### src/source/lane_ctrl_consts.svh
// ------------------------------
// Lane count, bus widths and register offsets of the lane control
// register space. Include in every file that sizes or decodes it.
// ------------------------------
`ifndef LANE_CTRL_CONSTS_SVH
`define LANE_CTRL_CONSTS_SVH

`define LANE_CTRL_NUM_LANES       10
`define LANE_CTRL_DATA_WIDTH      32
`define LANE_CTRL_ADDR_WIDTH      12

// Lane-bit registers, one bit per lane
`define LANE_CTRL_OFS_ENABLE      12'h000
`define LANE_CTRL_OFS_IE          12'h004
`define LANE_CTRL_OFS_START       12'h008
`define LANE_CTRL_OFS_CLEAR       12'h00C
`define LANE_CTRL_OFS_STATUS      12'h010
`define LANE_CTRL_OFS_INT_STATUS  12'h014

// Per-lane word arrays, lane n at base + 4n
`define LANE_CTRL_OFS_SEQUENCE    12'h040
`define LANE_CTRL_OFS_LENGTH      12'h080
`define LANE_CTRL_OFS_MATCH       12'h0C0

`endif

### src/source/lane_ctrl_pkg.sv
// ------------------------------
// Types shared by the lane control pipeline: register ids, the
// request and access records between stages, and the lane ports.
// ------------------------------
`include "lane_ctrl_consts.svh"

package lane_ctrl_pkg;

  typedef logic [`LANE_CTRL_DATA_WIDTH-1:0]          word_t;
  typedef logic [`LANE_CTRL_DATA_WIDTH/8-1:0]        strb_t;
  typedef logic [`LANE_CTRL_NUM_LANES-1:0]           lane_bits_t;
  typedef logic [$clog2(`LANE_CTRL_NUM_LANES)-1:0]   lane_idx_t;

  typedef enum logic [3:0] {
    reg_enable,
    reg_ie,
    reg_start,
    reg_clear,
    reg_status,
    reg_int_status,
    reg_sequence,
    reg_length,
    reg_match
  } reg_id_t;

  // Registered address phase
  typedef struct packed {
    logic       valid;
    logic       write;
    reg_id_t    reg_id;
    lane_idx_t  lane;
    strb_t      strb;
    logic       error;
  } lane_ctrl_req_t;

  typedef struct packed {
    lane_ctrl_req_t req;
    word_t          wdata;
  } lane_ctrl_access_t;

  typedef struct packed {
    lane_bits_t                          enable;
    lane_bits_t                          ie;
    lane_bits_t                          start;
    lane_bits_t                          clear;
    word_t [`LANE_CTRL_NUM_LANES-1:0]    seq;
    word_t [`LANE_CTRL_NUM_LANES-1:0]    length;
  } lane_ctrl_t;

  typedef struct packed {
    lane_bits_t                          status;
    lane_bits_t                          int_status;
    word_t [`LANE_CTRL_NUM_LANES-1:0]    match_count;
  } lane_status_t;

endpackage

### src/source/lane_ctrl_addr_stage.sv
// ------------------------------
// AHB-Lite address phase decode. Qualifies the transfer, maps the
// offset to a register id and lane, builds the byte strobes and
// error flag, and registers them for the first data-phase cycle.
// ------------------------------
`include "lane_ctrl_consts.svh"

module lane_ctrl_addr_stage (
  input  logic                          clk,
  input  logic                          reset,
  input  logic [31:0]                   haddr,
  input  logic [1:0]                    htrans,
  input  logic [2:0]                    hsize,
  input  logic                          hwrite,
  input  logic                          hsel,
  input  logic                          hready,
  output lane_ctrl_pkg::lane_ctrl_req_t req
);
  import lane_ctrl_pkg::*;

  logic                              accept;
  logic [`LANE_CTRL_ADDR_WIDTH-1:0]  word_ofs;
  logic [`LANE_CTRL_ADDR_WIDTH-1:0]  array_base;
  reg_id_t                           dec_id;
  lane_idx_t                         dec_lane;
  logic                              dec_hit;
  logic                              size_err;
  logic                              align_err;
  strb_t                             dec_strb;

  // NONSEQ or SEQ only
  assign accept     = hsel & htrans[1] & hready;
  assign word_ofs   = {haddr[`LANE_CTRL_ADDR_WIDTH-1:2], 2'b00};
  assign array_base = {word_ofs[`LANE_CTRL_ADDR_WIDTH-1:6], 6'b00_0000};

  // ------------------------------
  // Offset decode
  // ------------------------------
  always_comb begin
    dec_id   = reg_enable;
    dec_lane = '0;
    dec_hit  = 1'b1;
    case (word_ofs)
      `LANE_CTRL_OFS_ENABLE:     dec_id = reg_enable;
      `LANE_CTRL_OFS_IE:         dec_id = reg_ie;
      `LANE_CTRL_OFS_START:      dec_id = reg_start;
      `LANE_CTRL_OFS_CLEAR:      dec_id = reg_clear;
      `LANE_CTRL_OFS_STATUS:     dec_id = reg_status;
      `LANE_CTRL_OFS_INT_STATUS: dec_id = reg_int_status;
      default: begin
        dec_lane = word_ofs[5:2];
        dec_hit  = (word_ofs[5:2] < `LANE_CTRL_NUM_LANES);
        case (array_base)
          `LANE_CTRL_OFS_SEQUENCE: dec_id = reg_sequence;
          `LANE_CTRL_OFS_LENGTH:   dec_id = reg_length;
          `LANE_CTRL_OFS_MATCH:    dec_id = reg_match;
          default:                 dec_hit = 1'b0;
        endcase
      end
    endcase
  end

  // Byte lanes from size and low address bits
  always_comb begin
    case (hsize)
      3'd0:    dec_strb = strb_t'(1) << haddr[1:0];
      3'd1:    dec_strb = haddr[1] ? 4'b1100 : 4'b0011;
      default: dec_strb = 4'b1111;
    endcase
  end

  assign size_err  = (hsize > 3'd2);
  assign align_err = ((hsize == 3'd1) & haddr[0]) |
                     ((hsize == 3'd2) & (haddr[1:0] != 2'b00));

  always_ff @(posedge clk) begin
    req.valid  <= accept;
    req.write  <= hwrite;
    req.reg_id <= dec_id;
    req.lane   <= dec_lane;
    req.strb   <= dec_strb;
    req.error  <= ~dec_hit | size_err | align_err;
    if (reset) begin
      req.valid <= 1'b0;
    end
  end

endmodule

### src/source/lane_ctrl_data_stage.sv
// ------------------------------
// AHB-Lite data phase. Joins the write data to the decoded request,
// holds it as the access for the second data-phase cycle, and runs
// the two-cycle HREADYOUT/HRESP response.
// ------------------------------
`include "lane_ctrl_consts.svh"

module lane_ctrl_data_stage (
  input  logic                             clk,
  input  logic                             reset,
  input  lane_ctrl_pkg::lane_ctrl_req_t    req,
  input  logic [`LANE_CTRL_DATA_WIDTH-1:0] hwdata,
  output lane_ctrl_pkg::lane_ctrl_access_t access,
  output logic                             hreadyout,
  output logic                             hresp
);
  import lane_ctrl_pkg::*;

  logic first_err;
  logic second_err;

  // ------------------------------
  // Access register
  // ------------------------------
  always_ff @(posedge clk) begin
    access.req   <= req;
    access.wdata <= word_t'(hwdata);
    if (reset) begin
      access.req.valid <= 1'b0;
    end
  end

  // Wait state on every first data-phase cycle
  assign hreadyout = ~req.valid;

  // Only one of the two cycles can be live at a time
  assign first_err  = req.valid & req.error;
  assign second_err = access.req.valid & access.req.error;
  assign hresp      = first_err | second_err;

endmodule

### src/source/lane_ctrl_regbank.sv
// ------------------------------
// Lane control registers. Applies strobed writes from the access,
// turns start and clear writes into one-cycle pulses and returns
// read data from the controls or the lane status inputs.
// ------------------------------
`include "lane_ctrl_consts.svh"

module lane_ctrl_regbank (
  input  logic                             clk,
  input  logic                             reset,
  input  lane_ctrl_pkg::lane_ctrl_access_t access,
  input  lane_ctrl_pkg::lane_status_t      status,
  output lane_ctrl_pkg::lane_ctrl_t        ctrl,
  output logic [`LANE_CTRL_DATA_WIDTH-1:0] hrdata
);
  import lane_ctrl_pkg::*;

  logic      wr_en;
  logic      rd_en;
  word_t     wdata;
  strb_t     strb;
  lane_idx_t lane;
  word_t     pulse_val;
  word_t     rd_val;

  // Merge new bytes into the old word under the strobes
  function automatic word_t apply_strobe(word_t old_val, word_t new_val, strb_t sel);
    word_t result;
    result = old_val;
    for (int b = 0; b < $bits(strb_t); b++) begin
      if (sel[b]) begin
        result[8*b +: 8] = new_val[8*b +: 8];
      end
    end
    return result;
  endfunction

  assign wr_en = access.req.valid & access.req.write & ~access.req.error;
  assign rd_en = access.req.valid & ~access.req.write & ~access.req.error;
  assign wdata = access.wdata;
  assign strb  = access.req.strb;
  assign lane  = access.req.lane;

  assign pulse_val = apply_strobe('0, wdata, strb);

  // ------------------------------
  // Write side
  // ------------------------------
  always_ff @(posedge clk) begin
    if (reset) begin
      ctrl <= '0;
    end else begin
      // Command bits last one cycle
      ctrl.start <= '0;
      ctrl.clear <= '0;
      if (wr_en) begin
        case (access.req.reg_id)
          reg_enable: begin
            ctrl.enable <= lane_bits_t'(apply_strobe(word_t'(ctrl.enable), wdata, strb));
          end
          reg_ie: begin
            ctrl.ie <= lane_bits_t'(apply_strobe(word_t'(ctrl.ie), wdata, strb));
          end
          reg_start: begin
            ctrl.start <= lane_bits_t'(pulse_val);
          end
          reg_clear: begin
            ctrl.clear <= lane_bits_t'(pulse_val);
          end
          reg_sequence: begin
            ctrl.seq[lane] <= apply_strobe(ctrl.seq[lane], wdata, strb);
          end
          reg_length: begin
            ctrl.length[lane] <= apply_strobe(ctrl.length[lane], wdata, strb);
          end
          // Status and match counts ignore writes
          default: begin
          end
        endcase
      end
    end
  end

  // ------------------------------
  // Read side
  // ------------------------------
  always_comb begin
    case (access.req.reg_id)
      reg_enable:     rd_val = word_t'(ctrl.enable);
      reg_ie:         rd_val = word_t'(ctrl.ie);
      reg_status:     rd_val = word_t'(status.status);
      reg_int_status: rd_val = word_t'(status.int_status);
      reg_sequence:   rd_val = ctrl.seq[lane];
      reg_length:     rd_val = ctrl.length[lane];
      reg_match:      rd_val = status.match_count[lane];
      // start and clear read as zero
      default:        rd_val = '0;
    endcase
  end

  assign hrdata = rd_en ? rd_val : '0;

endmodule

### src/source/lane_ctrl_top.sv
// ------------------------------
// Lane control register space on an AHB-Lite slave port.
// Address stage, data stage and register bank in a row; lane
// controls leave on ctrl, training status enters on status.
// ------------------------------
`include "lane_ctrl_consts.svh"

module lane_ctrl_top (
  input  logic                             clk,
  input  logic                             reset,
  input  logic [31:0]                      haddr,
  input  logic [1:0]                       htrans,
  input  logic [2:0]                       hsize,
  input  logic                             hwrite,
  input  logic [`LANE_CTRL_DATA_WIDTH-1:0] hwdata,
  input  logic                             hsel,
  input  logic                             hready,
  output logic [`LANE_CTRL_DATA_WIDTH-1:0] hrdata,
  output logic                             hreadyout,
  output logic                             hresp,
  input  lane_ctrl_pkg::lane_status_t      status,
  output lane_ctrl_pkg::lane_ctrl_t        ctrl
);
  import lane_ctrl_pkg::*;

  lane_ctrl_req_t    req;
  lane_ctrl_access_t access;

  lane_ctrl_addr_stage u_addr_stage (
    .clk    (clk),
    .reset  (reset),
    .haddr  (haddr),
    .htrans (htrans),
    .hsize  (hsize),
    .hwrite (hwrite),
    .hsel   (hsel),
    .hready (hready),
    .req    (req)
  );

  lane_ctrl_data_stage u_data_stage (
    .clk       (clk),
    .reset     (reset),
    .req       (req),
    .hwdata    (hwdata),
    .access    (access),
    .hreadyout (hreadyout),
    .hresp     (hresp)
  );

  lane_ctrl_regbank u_regbank (
    .clk    (clk),
    .reset  (reset),
    .access (access),
    .status (status),
    .ctrl   (ctrl),
    .hrdata (hrdata)
  );

endmodule

### config.mk
export PLATFORM = sky130hd
export DESIGN_NAME = lane_ctrl_top
export DESIGN_NICKNAME = d
export VERILOG_FILES = /design/src/source/lane_ctrl_pkg.sv /design/src/source/lane_ctrl_addr_stage.sv /design/src/source/lane_ctrl_data_stage.sv /design/src/source/lane_ctrl_regbank.sv /design/src/source/lane_ctrl_top.sv
export VERILOG_INCLUDE_DIRS = /design/src /design/src/source
export SDC_FILE = /design/constraint.sdc
export NUM_CORES = 2
export LEC_CHECK = 0
export BUFFER_PORTS_ARGS = -buffer_cell sky130_fd_sc_hd__buf_2
export CORE_AREA = 2 2 439 441
export DETAILED_ROUTE_END_ITERATION = 8
export DIE_AREA = 0 0 441 443
export PLACE_DENSITY = 0.37
export SYNTH_ARGS = -nofsm -noshare
export SYNTH_HDL_FRONTEND = slang
export SYNTH_SLANG_ARGS = --single-unit
### constraint.sdc
create_clock -name clk -period 6.15 [get_ports clk]
set_clock_uncertainty 0.05 [all_clocks]
set_input_delay 1.23 -clock clk [delete_from_list [all_inputs] [get_ports clk]]
set_output_delay 1.23 -clock clk [all_outputs]
set_load 0.01 [all_outputs]
Word level (Yosys, flattened, before mapping)
Cells that the tools add are included.
{ "word_totals": {"regBits": 742, "word_cells": 150, "input_bits": 414, "output_inout_bits": 714} }
{ "op_classes": {"shift": 1, "reduce_logical": 15, "bitwise": 21, "muxes": 52, "magnitude_cmp": 4, "eq_ne": 18} }
{ "op_table": {"columns": ["op", "count"], "rows": [
  ["$bwmux W320", 2],
  ["$bmux W32 S4", 3],
  ["$mux W8", 33],
  ["$pmux W32 S7", 1],
  ["$mux W32", 5],
  ["$demux W32 S4", 1],
  ["$pmux W4 S6", 1],
  ["$eq A10 B2 Y1 const B", 2],
  ["$eq A10 B3 Y1 const B", 2],
  ["$eq A4 B3 Y1 const B", 4],
  ["$eq A6 B2 Y1 const B", 2],
  ["$logic_not A12 Y1", 1],
  ["$pmux W4 S3", 1],
  ["$reduce_and A3 Y1", 4],
  ["$and A1 B1 Y1", 10],
  ["$eq A10 B1 Y1 const B", 1],
  ["$reduce_or A3 Y1", 3],
  ["$eq A4 B2 Y1 const B", 2],
  ["$pmux W4 S2", 1],
  ["$not A1 Y1", 7],
  ["$eq A6 B1 Y1 const B", 1],
  ["$reduce_or A6 Y1", 1],
  ["$lt A4 B5 Y1 const B", 1],
  ["$eq A4 B1 Y1 const B", 1],
  ["other kinds (16)", 21]
]} }

Longest topological paths before layout
{ "logic_depth": {"word_depth": 7, "mapped_depth": 10, "ltp_nobuf": 5} }

Cells and area by module
A second synthesis with hierarchy kept.
{ "unflattened": {"cells_unflattened": 3587, "hier_area_um2": 35109.9} }
{ "by_module_without_submodules": {"columns": ["mod", "area_per_inst_um2", "seq_area_each_um2", "n_inst", "cells_per_inst"], "rows": [
  ["lane_ctrl_regbank", 33663.5, 13613.1, 1, 3488],
  ["lane_ctrl_data_stage", 959.7, 940.9, 1, 50],
  ["lane_ctrl_addr_stage", 486.7, 300.3, 1, 49]
]} }

Least setup slack after synthesis
No wires, ideal clock.
{ "synth_path": {"path_type": "input port to output port", "start": "input port status[107] (netlist bit)", "end": "output port hrdata[11]", "arrival_time_ns": 2.190, "t_required_ns": 4.870, "path_stages": 5, "setup_slack_ns": 2.680, "n_path_buf": 0, "path_cell_list": "mux4_2 > a22oi_1 > nor2_1 > a21oi_1 > o221ai_1"} }
{ "synth_between": {"elab_chain_len": 4} }
{ "synth_rtl": {"columns": ["item", "line", "text"], "rows": [
  ["start, declared", "lane_ctrl_top.sv:21", "input lane_ctrl_pkg::lane_status_t status,"],
  ["$bmux W32 S4", "lane_ctrl_regbank.sv:95", "reg_match: rd_val = status.match_count[lane];"],
  ["$mux W32 (implied by the code)", "lane_ctrl_regbank.sv:95", null],
  ["$pmux W32 S7", "lane_ctrl_regbank.sv:88", "case (access.req.reg_id)"],
  ["$mux W32", "lane_ctrl_regbank.sv:101", "assign hrdata = rd_en ? rd_val : '0;"],
  ["end, declared", "lane_ctrl_top.sv:18", "output logic [`LANE_CTRL_DATA_WIDTH-1:0] hrdata,"]
]} }
Every way passes these cells. The select of a mux whose other input is x is not followed.

Worst setup path in the final report
{ "layout_path": {"start": "register, netlist name u_data_stage.access[37]", "end": "output port hrdata[3]"} }
{ "layout_between": {"elab_chain_len": 4, "word_cells_on_any_way": 8, "cone_classes": "mux (8)"} }
{ "layout_rtl": {"columns": ["item", "line"], "rows": [
  ["$bmux W32 S4, on equally long branches", "lane_ctrl_regbank.sv:95, lane_ctrl_regbank.sv:93, lane_ctrl_regbank.sv:94"],
  ["$mux W32, on equally long branches", "lane_ctrl_regbank.sv:95, lane_ctrl_regbank.sv:93, lane_ctrl_regbank.sv:94"],
  ["$pmux W32 S7 (*)", "lane_ctrl_regbank.sv:88"],
  ["$mux W32 (*)", "lane_ctrl_regbank.sv:101"]
]} }
Mark *: on every way between the ends. The rest lies on a longest branch, timed or not. The select of a mux whose other input is x is not followed.

==> flow_summary.toml <==
[run_status]
outcome = "completed"

[sta]
finalCriticalPeriod_ps = 5540
hold_viol_final = 0
setup_tns_ps = 0
rsz0062_at_grt = "false"
min_period_over_period_pct = 90.0
finalSetupViolCount = 0
maxSlewHeadroom_pct = 16.1
worstMarginPinSlew_ps = 1240
drv_slew = 0
fin_ws_ps = 614
max_freq_mhz = 181

[power]
power_mw = 11.7
combPwrFrac_pct = 9.5
intPower_mw = 8.48
power_leakage_nw = 19.1
clockPowerShare_pct = 48.8
swShare_pct = 27.3
power.density_nw_per_um2 = 250
vdd_drop_max_mv = 0.203
switching_power_mw = 3.18
seq_power_share_pct = 41.7

[finish]
final_nets = 5060
n_fill_cell = 20972
design_area_sq_um = 46700
syn2layout_area_growth_pct = 32.5
drive_above_1_share_pct = 33.9

[synth]
synth-seq-area-share_pct = 42.2
synth_fa_ha_area_share_pct = 0
syn-cell-area_sq_um = 35200
yosys.area.top_type_share_pct = 42.2
synthSimpleGateAreaFrac_pct = 17.6
yosysTopAreaCell = "dfxtp_1"
avgSynthCellArea_sq_um = 9.57
synth_xor_area_share_pct = 0
ys_ff_latch = 742
synth_cell_types = 78
synth-compound-area-share_pct = 19.8
synth_mux_area_share_pct = 15.6
synth_top_family_by_area = "compound AO/OA/AOI/OAI gates"
yosysWarnings = 0
synth_flop_cell = "dfxtp_1"
synthTopCellsByArea = "dfxtp_1 42%, nand3b_1 9.4%, mux2i_1 9.1%, o21ai_0 6.8%, mux4_2 5.1%"
synth-edff-count = 0
synth_nets = 4095
async_reset_ff_share_pct = 0
syn-instance-count = 3681

[clock_network]
cts-resized-gates = 0
ctsHoldBuffers = 0
clkSinkCount = 742
cts-root-buf = "clkbuf_16"
cts_setup_buffers = 0
cts_buffers = 96
cts_tree = "yes"
clk_latency_ps = 750
cts_buffer_depth = 3
path_clk_slew_ps = 60
htree_num_levels = 3

[global_route]
grt-ovfl-total = 0
grt_pass1_vias = 32966
antenna_found_initial = 93
grtUsageTotal_pct = 22.9
grt_max_degree = 213
grt_pass1_wl_mm = 307

[place]
gp_congestion = 0.908
postPlaceCellArea_sq_um = 43400
post-place-ws_ps = 1200
portBuffers = 1106
hpwl_mm = 180

[worst_setup_path]
startpoint_type = "flip-flop"
worstRegToRegCells = 6
rr_startpoint = "u_data_stage.access[38]"
critPathMaxFanout = 33
setup.worst_path.start = "u_data_stage.access[37]"
worstPathArrival_ps = 4260
crit_type = "reg -> out"
cp_data_required_time_ps = 4870
endpoint_kind = "output port"

[detailed_routing]
drc = 0
firstDrtPassIters = 6
post_drt_wl_per_cell_um = 32.0
vias_per_cell = 4.80
drt_wl_total_mm = 233
drt_iter0_markers = 3190
vias = 34989
ant_nets = 0

[floorplan]
die_x_um = 441
ios = 1128
dieHeight_um = 443
core-area_sq_um = 191000
die_area_sq_um = 195000
initial_utilization_pct = 18.4
std_cell_rows = 161

[min_path]
hp-start = "u_addr_stage.req[0]"
min_path_cells = 0
hp-class = "reg -> reg"

[job]
cap_violations = 0
## logic make-up after synthesis
| logic type | after synthesis |
|---|---|
| AND/OR/NAND/NOR | 1076 |
| flip-flops | 742 |
| buffers and inverters | 372 |
| multiplexers | 443 |
| AO/OA/AOI/OAI | 1048 |
## through the flow
step | util, % | cells | hold slack, ps
4_1_cts | 24.4 | 7245 | 268
5_1_grt | 24.4 | 7281 | 281
3_3_place_gp | 22.7 | 7074 | 262
3_5_place_dp | 22.7 | 7074 | 262
2_1_floorplan | - | 3681 | 260
6_report | 24.4 | 7287 | 267
## layout make-up
class	instances	area [sq um]	area share, %
diodes	42	105	0.225
clock buffers	147	2870	6.14
clock inverters	24	254	0.544
inverters	26	100	0.215
multi-input cells	2567	18800	40.3
flip-flops and latches	742	14900	31.9
well taps	2526	3160	6.77
repair buffers	1213	6510	14.0
## power by group through the flow
stage	Sequential, mW	Combinational (mW)	Clock, mW
detailed placement	4.97	1.12	0
finish	4.86	1.11	5.68
CTS	4.87	1.12	5.82
floorplan	4.94	0.584	0
global placement	4.97	1.12	0
global route	4.86	1.16	6.00
## critical path, stage by stage (launching register included)
cell       delay (ps)
dfxtp_4           820
buf_4             580
nand2_1           440
o32a_1            470
a21oi_1           240
a2111oi_0         120
a31oi_1           540
buf_2             240
## registers in the layout (all words and copies together), names as in the netlist
name / cells
u_regbank.ctrl: 680
u_data_stage.access: 47
u_addr_stage.req: 15
## path summary, 6_finish.rpt
path	end	slack, ps
worst max register to register	u_regbank.ctrl[530]	2060
worst max-delay path	hrdata[3]	610
worst min register to register	u_data_stage.access[32]	270
worst min-delay path	u_data_stage.access[32]	270
## cells in the mapped netlist (all sizes together), types with 5 or more instances
cell,instances
mux4,81
and3,56
o221ai,22
a311oi,7
nand2,105
o32ai,6
nor2b,8
clkbuf,221
o21a,5
inv,26
a31oi,13
o21ai,484
a22oi,131
nand3,22
a2111oi,6
and2,13
o31ai,44
a21oi,95
o32a,8
nor3,17
nand2b,18
a211oi,195
nand3b,441
a2bb2oi,8
a22o,9
dfxtp,742
nor2,372
mux2,42
mux2i,320
buf,125
## placed cells by master (no fill, tap or decap), types with 18 or more instances in the layout
cell and instances:
o31ai_2 41, clkbuf_8 25, nand3b_1 440, mux2_2 42, mux2i_1 320, nand2b_1 18, mux4_2 80, buf_2 1105
inv_1 25, a21oi_1 95, buf_4 94, dfxtp_1 736, nand3_1 18, o221ai_1 22, nand2_1 97, nor2_1 358
clkbuf_16 97, clkbuf_1 25, and3_1 56, diode_2 42, a22oi_1 131, a211oi_1 182, o21ai_0 481
## per-layer routing
metal	track usage, %	vias to the layer above	routed length, um
li1	-	15623	-
met1	27.8	17491	93900
met2	37.4	1485	112000
met3	4.64	380	14100
met4	12.9	10	12400
met5	0	-	69
Power figures use the tool's default switching activity.
